--- src/logic/rv_exec_macros.svh ---
`ifndef RV_EXEC_MACROS_SVH
`define RV_EXEC_MACROS_SVH

// ======================================================================
// execute stage sizing
// ======================================================================

// integer register width
`define RV_XLEN 32

// register shifts honour only this many low bits of the amount
`define RV_SHAMT_W 5

// restoring divider retires one quotient bit per cycle
`define RV_DIV_STEPS `RV_XLEN

`endif
--- src/logic/rv_exec_pkg.sv ---
`default_nettype none

package rv_exec_pkg;

    // ==================================================================
    // alu operations, I-type forms share the R-type codes
    // ==================================================================
    typedef enum logic [4:0] {
        alu_nop,
        alu_add,
        alu_sub,
        alu_sll,
        alu_slt,
        alu_sltu,
        alu_xor,
        alu_srl,
        alu_sra,
        alu_or,
        alu_and,
        alu_lui,
        alu_auipc,
        alu_jal,
        alu_jalr,
        alu_branch,
        alu_mem     // loads and stores, address only
    } alu_op_e;

    // M extension, encoded as funct3
    typedef enum logic [2:0] {
        mdu_mul    = 3'b000,
        mdu_mulh   = 3'b001,
        mdu_mulhsu = 3'b010,
        mdu_mulhu  = 3'b011,
        mdu_div    = 3'b100,
        mdu_divu   = 3'b101,
        mdu_rem    = 3'b110,
        mdu_remu   = 3'b111
    } mdu_op_e;

    // branch conditions straight from funct3
    typedef enum logic [2:0] {
        br_beq  = 3'b000,
        br_bne  = 3'b001,
        br_blt  = 3'b100,
        br_bge  = 3'b101,
        br_bltu = 3'b110,
        br_bgeu = 3'b111
    } br_cond_e;

    typedef enum logic {
        unit_alu,
        unit_mdu
    } exec_unit_e;

endpackage

`default_nettype wire

--- src/logic/rv_execute.sv ---
`default_nettype none

`include "rv_exec_macros.svh"

module rv_execute (
    input  wire                  clk,
    input  wire                  reset,
    input  wire                  in_valid,
    input  wire [31:0]           instr,
    input  wire [`RV_XLEN-1:0]   rs1_val,
    input  wire [`RV_XLEN-1:0]   rs2_val,
    input  wire [`RV_XLEN-1:0]   pc,
    output logic                 out_valid,
    output logic                 busy,
    output logic [`RV_XLEN-1:0]  result,
    output logic [`RV_XLEN-1:0]  address,
    output logic                 taken,
    output logic                 illegal
);
    import rv_exec_pkg::*;

    alu_op_e             dec_op;
    mdu_op_e             dec_mdu_op;
    br_cond_e            dec_br_cond;
    exec_unit_e          dec_unit;
    logic [`RV_XLEN-1:0] dec_imm;
    logic                dec_use_imm;
    logic                dec_illegal;
    logic [`RV_XLEN-1:0] alu_result;
    logic [`RV_XLEN-1:0] alu_address;
    logic                br_taken;
    logic                alu_strobe;
    logic                mdu_start;
    logic                mdu_done;
    logic [`RV_XLEN-1:0] mdu_result;
    logic                valid_q;
    logic [`RV_XLEN-1:0] result_q;
    logic [`RV_XLEN-1:0] address_q;
    logic                taken_q;
    logic                illegal_q;

    rv_decode rv_decode_i (.instr(instr), .op(dec_op), .mdu_op(dec_mdu_op),
        .br_cond(dec_br_cond), .unit(dec_unit), .imm(dec_imm), .use_imm(dec_use_imm),
        .illegal(dec_illegal));

    rv_alu rv_alu_i (.op(dec_op), .use_imm(dec_use_imm), .rs1_val(rs1_val),
        .rs2_val(rs2_val), .imm(dec_imm), .pc(pc), .result(alu_result),
        .address(alu_address));

    rv_branch_cmp rv_branch_cmp_i (.cond(dec_br_cond), .rs1_val(rs1_val),
        .rs2_val(rs2_val), .taken(br_taken));

    rv_muldiv rv_muldiv_i (.clk(clk), .reset(reset), .start(mdu_start), .op(dec_mdu_op),
        .rs1_val(rs1_val), .rs2_val(rs2_val), .done(mdu_done), .result(mdu_result));

    assign alu_strobe = in_valid && (dec_unit == unit_alu);
    assign mdu_start  = in_valid && (dec_unit == unit_mdu);

    always_ff @(posedge clk) begin
        if (reset) begin
            valid_q   <= 1'b0;
            busy      <= 1'b0;
            result_q  <= '0;
            address_q <= '0;
            taken_q   <= 1'b0;
            illegal_q <= 1'b0;
        end else begin
            valid_q <= alu_strobe;
            if (mdu_start) busy <= 1'b1;
            else if (mdu_done) busy <= 1'b0;   // drops the cycle after out_valid
            if (alu_strobe) begin
                result_q  <= alu_result;
                address_q <= alu_address;
                taken_q   <= br_taken && (dec_op == alu_branch);
                illegal_q <= dec_illegal;
            end else if (mdu_done) begin
                result_q  <= mdu_result;
                address_q <= '0;
                taken_q   <= 1'b0;
                illegal_q <= 1'b0;
            end
        end
    end

    // M results are forwarded in their done cycle, then held
    assign out_valid = valid_q || mdu_done;
    assign result    = mdu_done ? mdu_result : result_q;
    assign address   = mdu_done ? '0 : address_q;
    assign taken     = taken_q && !mdu_done;
    assign illegal   = illegal_q && !mdu_done;

    assert property (@(posedge clk) disable iff (reset) busy |-> !in_valid);

    // a second pulse needs a fresh ALU strobe behind it
    assert property (@(posedge clk) disable iff (reset)
        (out_valid && !alu_strobe) |=> !out_valid);

endmodule

`default_nettype wire

--- src/logic/rv_muldiv.sv ---
`default_nettype none

`include "rv_exec_macros.svh"

module rv_muldiv (
    input  wire                       clk,
    input  wire                       reset,
    input  wire                       start,
    input  wire rv_exec_pkg::mdu_op_e op,
    input  wire [`RV_XLEN-1:0]        rs1_val,
    input  wire [`RV_XLEN-1:0]        rs2_val,
    output logic                      done,
    output logic [`RV_XLEN-1:0]       result
);
    import rv_exec_pkg::*;

    localparam int CNT_W = $clog2(`RV_DIV_STEPS + 1);

    mdu_op_e                       op_q;
    logic                          mul_s1;
    logic                          div_run;
    logic                          div_fix;
    logic [CNT_W-1:0]              step_cnt;
    logic                          is_div;
    logic                          a_signed;
    logic                          b_signed;
    logic signed [`RV_XLEN:0]      mul_a;
    logic signed [`RV_XLEN:0]      mul_b;
    logic signed [2*`RV_XLEN+1:0]  prod_q;
    logic [`RV_XLEN-1:0]           dvd_mag;
    logic [`RV_XLEN-1:0]           dvs_mag;
    logic [`RV_XLEN-1:0]           rem_q;
    logic [`RV_XLEN-1:0]           quot_q;
    logic [`RV_XLEN-1:0]           dvs_q;
    logic                          neg_quot_q;
    logic                          neg_rem_q;
    logic [`RV_XLEN:0]             rem_shift;
    logic [`RV_XLEN:0]             trial;

    assign is_div   = op inside {mdu_div, mdu_divu, mdu_rem, mdu_remu};
    assign a_signed = op inside {mdu_mulh, mdu_mulhsu, mdu_div, mdu_rem};
    assign b_signed = op inside {mdu_mulh, mdu_div, mdu_rem};

    // 33-bit operands cover every signed/unsigned mix
    assign mul_a = {a_signed & rs1_val[`RV_XLEN-1], rs1_val};
    assign mul_b = {b_signed & rs2_val[`RV_XLEN-1], rs2_val};

    assign dvd_mag = (a_signed && rs1_val[`RV_XLEN-1]) ? -rs1_val : rs1_val;
    assign dvs_mag = (b_signed && rs2_val[`RV_XLEN-1]) ? -rs2_val : rs2_val;

    assign rem_shift = {rem_q, quot_q[`RV_XLEN-1]};
    assign trial     = rem_shift - {1'b0, dvs_q};

    always_ff @(posedge clk) begin
        if (reset) begin
            mul_s1   <= 1'b0;
            div_run  <= 1'b0;
            div_fix  <= 1'b0;
            done     <= 1'b0;
            step_cnt <= '0;
        end else begin
            mul_s1  <= start && !is_div;
            div_fix <= div_run && (step_cnt == CNT_W'(1));
            done    <= mul_s1 || div_fix;
            if (start && is_div) begin
                div_run  <= 1'b1;
                step_cnt <= CNT_W'(`RV_DIV_STEPS);
            end else if (div_run) begin
                step_cnt <= step_cnt - 1'b1;
                if (step_cnt == CNT_W'(1)) div_run <= 1'b0;
            end
        end
    end

    // ==================================================================
    // datapath: product pipe, shift-subtract loop, sign fix
    // ==================================================================
    always_ff @(posedge clk) begin
        if (start) begin
            op_q       <= op;
            prod_q     <= mul_a * mul_b;
            rem_q      <= '0;
            quot_q     <= dvd_mag;
            dvs_q      <= dvs_mag;
            // x/0 keeps the all-ones quotient unsigned
            neg_quot_q <= a_signed && (rs1_val[`RV_XLEN-1] ^ rs2_val[`RV_XLEN-1]) &&
                          (rs2_val != '0);
            neg_rem_q  <= a_signed && rs1_val[`RV_XLEN-1];
        end else if (div_run) begin
            if (!trial[`RV_XLEN]) begin
                rem_q  <= trial[`RV_XLEN-1:0];
                quot_q <= {quot_q[`RV_XLEN-2:0], 1'b1};
            end else begin
                rem_q  <= rem_shift[`RV_XLEN-1:0];   // restore
                quot_q <= {quot_q[`RV_XLEN-2:0], 1'b0};
            end
        end

        if (mul_s1) begin
            result <= (op_q == mdu_mul) ? prod_q[`RV_XLEN-1:0] : prod_q[2*`RV_XLEN-1:`RV_XLEN];
        end else if (div_fix) begin
            if (op_q == mdu_rem || op_q == mdu_remu) result <= neg_rem_q ? -rem_q : rem_q;
            else result <= neg_quot_q ? -quot_q : quot_q;
        end
    end

    // done only ever follows a start by the multiply or divide latency
    assert property (@(posedge clk) disable iff (reset)
        done |-> $past(start, 2) || $past(start, `RV_DIV_STEPS + 2));

    assert property (@(posedge clk) disable iff (reset)
        start |-> !(mul_s1 || div_run || div_fix));

endmodule

`default_nettype wire

--- src/logic/rv_branch_cmp.sv ---
`default_nettype none

`include "rv_exec_macros.svh"

module rv_branch_cmp (
    input  wire rv_exec_pkg::br_cond_e cond,
    input  wire [`RV_XLEN-1:0]         rs1_val,
    input  wire [`RV_XLEN-1:0]         rs2_val,
    output logic                       taken
);
    import rv_exec_pkg::*;

    logic is_eq;
    logic is_lt_s;
    logic is_lt_u;

    // three comparators shared by all six conditions
    assign is_eq   = (rs1_val == rs2_val);
    assign is_lt_s = ($signed(rs1_val) < $signed(rs2_val));
    assign is_lt_u = (rs1_val < rs2_val);

    always_comb begin
        case (cond)
            br_beq:  taken = is_eq;
            br_bne:  taken = !is_eq;
            br_blt:  taken = is_lt_s;
            br_bge:  taken = !is_lt_s;
            br_bltu: taken = is_lt_u;
            br_bgeu: taken = !is_lt_u;
            default: taken = 1'b0;   // 010/011 are not branches
        endcase
    end

endmodule

`default_nettype wire

--- src/logic/rv_alu.sv ---
`default_nettype none

`include "rv_exec_macros.svh"

module rv_alu (
    input  wire rv_exec_pkg::alu_op_e op,
    input  wire                       use_imm,
    input  wire [`RV_XLEN-1:0]        rs1_val,
    input  wire [`RV_XLEN-1:0]        rs2_val,
    input  wire [`RV_XLEN-1:0]        imm,
    input  wire [`RV_XLEN-1:0]        pc,
    output logic [`RV_XLEN-1:0]       result,
    output logic [`RV_XLEN-1:0]       address
);
    import rv_exec_pkg::*;

    logic [`RV_XLEN-1:0]   operand_b;
    logic [`RV_SHAMT_W-1:0] shamt;
    logic [2*`RV_XLEN-1:0] sext_rs1;
    logic [2*`RV_XLEN-1:0] sra_full;
    logic                  lt_signed;
    logic                  lt_unsigned;
    logic [`RV_XLEN-1:0]   pc_plus4;
    logic [`RV_XLEN-1:0]   jalr_target;

    assign operand_b = use_imm ? imm : rs2_val;
    assign shamt     = operand_b[`RV_SHAMT_W-1:0];   // upper bits of rs2 ignored

    // arithmetic shift done on a sign-extended double word
    assign sext_rs1 = {{`RV_XLEN{rs1_val[`RV_XLEN-1]}}, rs1_val};
    assign sra_full = sext_rs1 >> shamt;

    // signed order flips the unsigned one when the signs differ
    assign lt_unsigned = (rs1_val < operand_b);
    assign lt_signed   = lt_unsigned ^ (rs1_val[`RV_XLEN-1] != operand_b[`RV_XLEN-1]);

    assign pc_plus4    = pc + `RV_XLEN'd4;
    assign jalr_target = rs1_val + imm;

    // ==================================================================
    // result and address select
    // ==================================================================
    always_comb begin
        result  = '0;
        address = '0;   // only jumps, branches and memory ops drive this

        case (op)
            alu_add:   result = rs1_val + operand_b;
            alu_sub:   result = rs1_val - operand_b;
            alu_sll:   result = rs1_val << shamt;
            alu_slt:   result = {{(`RV_XLEN-1){1'b0}}, lt_signed};
            alu_sltu:  result = {{(`RV_XLEN-1){1'b0}}, lt_unsigned};
            alu_xor:   result = rs1_val ^ operand_b;
            alu_srl:   result = rs1_val >> shamt;
            alu_sra:   result = sra_full[`RV_XLEN-1:0];
            alu_or:    result = rs1_val | operand_b;
            alu_and:   result = rs1_val & operand_b;
            alu_lui:   result = imm;
            alu_auipc: result = pc + imm;
            alu_jal: begin
                result  = pc_plus4;
                address = pc + imm;
            end
            alu_jalr: begin
                result  = pc_plus4;
                address = {jalr_target[`RV_XLEN-1:1], 1'b0};   // bit 0 dropped
            end
            alu_branch: address = pc + imm;
            alu_mem:    address = rs1_val + imm;
            default: begin
                result  = '0;
                address = '0;
            end
        endcase
    end

endmodule

`default_nettype wire

--- src/logic/rv_decode.sv ---
`default_nettype none

`include "rv_exec_macros.svh"

module rv_decode (
    input  wire [31:0]                instr,
    output rv_exec_pkg::alu_op_e      op,
    output rv_exec_pkg::mdu_op_e      mdu_op,
    output rv_exec_pkg::br_cond_e     br_cond,
    output rv_exec_pkg::exec_unit_e   unit,
    output logic [`RV_XLEN-1:0]       imm,
    output logic                      use_imm,
    output logic                      illegal
);
    import rv_exec_pkg::*;

    logic [6:0]          opcode;
    logic [2:0]          funct3;
    logic [6:0]          funct7;
    logic [`RV_XLEN-1:0] imm_i;
    logic [`RV_XLEN-1:0] imm_s;
    logic [`RV_XLEN-1:0] imm_b;
    logic [`RV_XLEN-1:0] imm_u;
    logic [`RV_XLEN-1:0] imm_j;

    assign opcode = instr[6:0];
    assign funct3 = instr[14:12];
    assign funct7 = instr[31:25];

    // ==================================================================
    // immediate formats, all sign-extended from bit 31
    // ==================================================================
    assign imm_i = {{(`RV_XLEN-12){instr[31]}}, instr[31:20]};
    assign imm_s = {{(`RV_XLEN-12){instr[31]}}, instr[31:25], instr[11:7]};
    assign imm_b = {{(`RV_XLEN-13){instr[31]}}, instr[31], instr[7], instr[30:25],
                    instr[11:8], 1'b0};
    assign imm_u = {instr[31:12], 12'b0};
    assign imm_j = {{(`RV_XLEN-21){instr[31]}}, instr[31], instr[19:12], instr[20],
                    instr[30:21], 1'b0};

    always_comb begin
        op      = alu_nop;
        mdu_op  = mdu_op_e'(funct3);
        br_cond = br_cond_e'(funct3);   // masked by the top unless a branch
        unit    = unit_alu;
        imm     = '0;
        use_imm = 1'b0;
        illegal = 1'b0;

        case (opcode)
            7'b0110111: begin op = alu_lui;   imm = imm_u; end
            7'b0010111: begin op = alu_auipc; imm = imm_u; end
            7'b1101111: begin op = alu_jal;   imm = imm_j; end
            7'b1100111: begin
                op      = alu_jalr;
                imm     = imm_i;
                illegal = (funct3 != 3'b000);
            end
            7'b1100011: begin
                op      = alu_branch;
                imm     = imm_b;
                illegal = (funct3[2:1] == 2'b01);   // 010 and 011 unused
            end
            7'b0000011: begin
                op      = alu_mem;
                imm     = imm_i;
                illegal = (funct3 == 3'b011) || (funct3[2:1] == 2'b11);
            end
            7'b0100011: begin
                op      = alu_mem;
                imm     = imm_s;
                illegal = funct3[2] || (funct3 == 3'b011);
            end
            7'b0010011: begin
                imm     = imm_i;
                use_imm = 1'b1;
                case (funct3)
                    3'b000: op = alu_add;
                    3'b001: begin op = alu_sll; illegal = (funct7 != 7'b0000000); end
                    3'b010: op = alu_slt;
                    3'b011: op = alu_sltu;
                    3'b100: op = alu_xor;
                    3'b101: begin
                        op      = funct7[5] ? alu_sra : alu_srl;
                        illegal = ((funct7 & 7'b1011111) != 7'b0000000);
                    end
                    3'b110: op = alu_or;
                    default: op = alu_and;
                endcase
            end
            7'b0110011: begin
                if (funct7 == 7'b0000001) begin
                    unit = unit_mdu;
                end else if (funct7 == 7'b0000000) begin
                    case (funct3)
                        3'b000: op = alu_add;
                        3'b001: op = alu_sll;
                        3'b010: op = alu_slt;
                        3'b011: op = alu_sltu;
                        3'b100: op = alu_xor;
                        3'b101: op = alu_srl;
                        3'b110: op = alu_or;
                        default: op = alu_and;
                    endcase
                end else if (funct7 == 7'b0100000 && funct3 == 3'b000) begin
                    op = alu_sub;
                end else if (funct7 == 7'b0100000 && funct3 == 3'b101) begin
                    op = alu_sra;
                end else begin
                    illegal = 1'b1;
                end
            end
            default: illegal = 1'b1;
        endcase

        // anything unknown retires as a plain nop
        if (illegal) begin
            op      = alu_nop;
            unit    = unit_alu;
            imm     = '0;
            use_imm = 1'b0;
        end
    end

endmodule

`default_nettype wire

--- config.mk ---
export PLATFORM = sky130hd
export DESIGN_NAME = rv_execute
export DESIGN_NICKNAME = d
export VERILOG_FILES = /design/src/logic/rv_exec_pkg.sv /design/src/logic/rv_execute.sv /design/src/logic/rv_muldiv.sv /design/src/logic/rv_branch_cmp.sv /design/src/logic/rv_alu.sv /design/src/logic/rv_decode.sv
export VERILOG_INCLUDE_DIRS = /design/src /design/src/logic
export SDC_FILE = /design/constraint.sdc
export NUM_CORES = 2
export LEC_CHECK = 0
export BUFFER_PORTS_ARGS = -buffer_cell sky130_fd_sc_hd__clkbuf_2
export CAP_MARGIN = 40
export CORE_UTILIZATION = 38
export CTS_CLUSTER_DIAMETER = 120
export DETAILED_ROUTE_END_ITERATION = 10
export GPL_ROUTABILITY_DRIVEN = 1
export PLACE_DENSITY = 0.57
export SYNTH_ARGS = -nofsm -noshare
export SYNTH_HDL_FRONTEND = slang
export SYNTH_SLANG_ARGS = --single-unit
--- constraint.sdc ---
create_clock -name clk -period 11.3 [get_ports clk]
set_clock_uncertainty 0.1 [all_clocks]
set_input_delay 1.13 -clock clk [delete_from_list [all_inputs] [get_ports clk]]
set_output_delay 1.13 -clock clk [all_outputs]
set_load 0.02 [all_outputs]
==> summary.md <==
| Metric | Value |
|---|---|
| Outcome | `completed` |
| DIE WIDTH | `423 µm` |
| Worst Reg-to-Reg Cells | `14` |
| Routability cong. | `1.06` |
| Register bit total from synthesis | `around 280` |
| TritonCTS clock tree | `done` |
| Hold Violations, Final | `0` |
| IO Pins | `199` |
| Layout cells sized above 1 | `8.46%` |
| Number of nets still failing antenna checks after routing | `0` |
| Min-Delay Path Depth | `2` |
| Maximum clock frequency | `98.0 MHz` |
| CP max stage cell | `fa_1` |
| Commonest non-fill, non-tap cell in the layout | `inv_1` |
| Grt ovf | `0` |
| Slew HR | `32.3%` |
| Initial core utilization | `38.2%` |
| Worst stage delay on the critical path | `around 0.76 ns` |
| H-tree Lvls | `2` |
| Slew Viols, Final | `0` |
| Met2 routed WL | `141 mm` |
| Cell Rows | `between 150 and 200` |
| Area grow syn2layout | `9.24%` |
| Max_cap viols | `0` |
| Hold WC Path Type | `flop to flop` |
| Via count | `62.0k` |
| Vias in the first global route | `62.0k` |
| IO buf count | `198` |
| CTS root buf | `clkbuf_16` |
| Seq/Total Area, Yosys | `between 10% and 20%` |
| Via-to-Cell Ratio | `5.88` |
| Worst hold endpoint | `rv_muldiv_i.step_cnt[1]` |
| CORE AREA | `176000 µm²` |
| Worst-Skew Late Latency | `0.63 ns` |
| Total CTS buffers | `38` |
| Critical Path AT | `10.53 ns` |
| CTS max path bufs | `3` |
| Minimum clock period | `10.20 ns` |
| RSZ-0062 raised after global routing | `false` |
| Post-CTS setup buffer count | `0` |
| Met3 routed WL | `32.7 mm` |
| Initial detailed-routing violation count | `6528` |
| Critical path launch point type | `primary input` |
| Final setup violating endpoints | `0` |
| Period utilization | `90.3%` |
| CP required | `about 12 ns` |
| Slew at the pin with the worst max-slew slack | `0.988 ns` |
| First-pass iteration count of the detailed router | `6` |
| Syn avg cell area | `8.34 µm²` |
| CP Class | `primary input to flop` |
| Predominant post-synthesis flop cell | `edfxtp_1` |
| Crit-path most repeated cell | `fa_1` |
| Final-stage net count | `9894` |
| Flop-to-flop setup slack | `6.37 ns` |
| M1 WL | `130 mm` |
| Residual DRC count | `0` |
| Die Ht | `423 µm` |
| Post-synthesis cell type count | `108` |
| Pin count of the biggest net entering global routing | `67` |
| Reg clk slew, reported paths | `~0.060 ns` |
| Most frequent cells in the layout | `1360 x inv_1, 1130 x fa_1, 1061 x nand2_1` |
| Critical R2R Capture | `rv_muldiv_i.rem_q[15]` |
| CTS resizes | `0` |
| Synth Instances | `8073` |
| HP Start | `rv_muldiv_i.step_cnt[1]` |
| Post-synth EDFFs | `165` |
| Post-Syn Area | `between 60000 and 70000 µm²` |
| Initial antenna violation count | `35` |
| Setup tns final | `0 ns` |
| Synthesized net count | `9814` |
| Half-perimeter wire length after placement | `262 mm` |
| Top Metal Used | `met5` |
| Hold-fix buffers, CTS | `0` |
| Die area | `179000 µm²` |
| First-pass GRT wire length | `462 mm` |
| Clock sinks | `275` |
| Final wirelength | `325 mm` |
| YS warnings | `0` |
| GRT Overall Usage | `36.2%` |
| Max Fanout on Critical Path | `20` |
| Worst r2r src | `rv_muldiv_i.dvs_q[0]` |
| Ys async rst share | `0%` |
| Worst Setup End Kind | `flop` |
| DR WL/cell | `approximately 30 µm` |
[cell type report]
type | instances | area (µm²)
Clock buffer | 40 | 958
Timing Repair Buffer | 492 | 3630
Inverter | 1391 | 5220
Antenna cell | 14 | 35.0
Sequential cell | 275 | 7160
Clock inverter | 29 | 303
Multi-Input combinational cell | 5955 | 53300
Fill cell | 17926 | 103000
Tap cell | 2340 | 2930
[worst max path at each step]
stage	start	depth (start not counted)	slack (ns)	to
2_1_floorplan	instr[14]	34	0.63	rv_muldiv_i.prod_q[59]
3_3_place_gp	instr[14]	31	0.70	rv_muldiv_i.prod_q[63]
3_5_place_dp	instr[14]	31	0.61	rv_muldiv_i.prod_q[61]
4_1_cts	instr[14]	31	1.20	rv_muldiv_i.prod_q[61]
5_1_grt	instr[14]	31	0.74	rv_muldiv_i.prod_q[59]
6_report	instr[14]	31	1.10	rv_muldiv_i.prod_q[61]
[flip-flops by register name (all words and copies together) (netlist names), 3 cells and up]
name and count:
rv_muldiv_i.quot_q 32, rv_muldiv_i.op_q 3, rv_muldiv_i.dvs_q 32, rv_muldiv_i.prod_q 64, rv_muldiv_i.rem_q 32, result_q 32
rv_muldiv_i.step_cnt 6, rv_muldiv_i.result 32, address_q 32
[synth_stat cells (39+ instances only)]
| cell type | number | share of area (%) |
|---|---|---|
| a221oi_1 | 52 | 0.68 |
| nand2b_1 | 47 | 0.44 |
| edfxtp_1 | 165 | 7.4 |
| nand2_1 | 1065 | 5.9 |
| mux2_2 | 51 | 0.85 |
| a21oi_1 | 386 | 2.9 |
| nor2_1 | 704 | 3.9 |
| xnor2_1 | 226 | 2.9 |
| o211ai_1 | 46 | 0.51 |
| nand4_1 | 49 | 0.46 |
| a31oi_1 | 56 | 0.52 |
| a211oi_1 | 75 | 0.84 |
| dfxtp_1 | 110 | 3.3 |
| a21o_1 | 99 | 1.1 |
| nor3_1 | 122 | 0.91 |
| o21ai_0 | 335 | 2.5 |
| inv_1 | 1362 | 7.6 |
| xor2_1 | 86 | 1.1 |
| nor2b_1 | 61 | 0.57 |
| ha_1 | 480 | 8.9 |
| nand3_1 | 129 | 0.96 |
| buf_1 | 79 | 0.44 |
| o21bai_1 | 41 | 0.46 |
| and3_1 | 39 | 0.36 |
| fa_1 | 1130 | 34 |
| clkbuf_1 | 329 | 1.8 |
| mux2i_1 | 110 | 1.6 |
[metrics by stage]
| stage | setup WS [ns] | hold WS (ns) | cell area [µm²] | std cells | utilization (%) |
|---|---|---|---|---|---|
| after global routing | 0.740 | 0.423 | 73500 | 10528 | 41.7 |
| after detailed placement | 0.610 | 0.387 | 72100 | 10446 | 41.0 |
| after floorplan | 0.629 | 0.369 | 67300 | 8073 | - |
| after global placement | 0.702 | 0.381 | 71500 | 10405 | 40.6 |
| final | 1.10 | 0.393 | 73500 | 10536 | 41.7 |
| after CTS | 1.20 | 0.395 | 73400 | 10515 | 41.7 |
[cell families after synthesis]
logic type                 count (synthesis)  share of synthesized area [%]
and+or+nand+nor                         2419                           15.8
buffers and inverters                   1843                           10.4
adders and majority gates               1611                           42.6
AOI/OAI and AO/OA                       1450                           14.0
xor gates and xnor gates                 313                           4.08
DFF                                      275                           10.6
muxes                                    162                           2.52
[layer usage]
| metal | global-route usage (%) | vias to the layer above |
|---|---|---|
| met5 | 0 | - |
| met4 | 20.7 | 12 |
| met3 | 8.02 | 707 |
| met2 | 54.7 | 3432 |
| met1 | 47.6 | 31567 |
| li1 | - | 26284 |
[worst max-delay path: cells and delay by family]
family	cells	cell delay [ns]
XOR/XNOR	2	0.37
AO/OA/AOI/OAI	3	0.53
buffers and inverters	7	1.55
AND/OR/NAND/NOR	10	2.22
adder cells (fa/ha/maj)	9	4.71
Power is not shown: default switching activity piles up to over one toggle a cycle in this logic, so the estimate is an artifact.
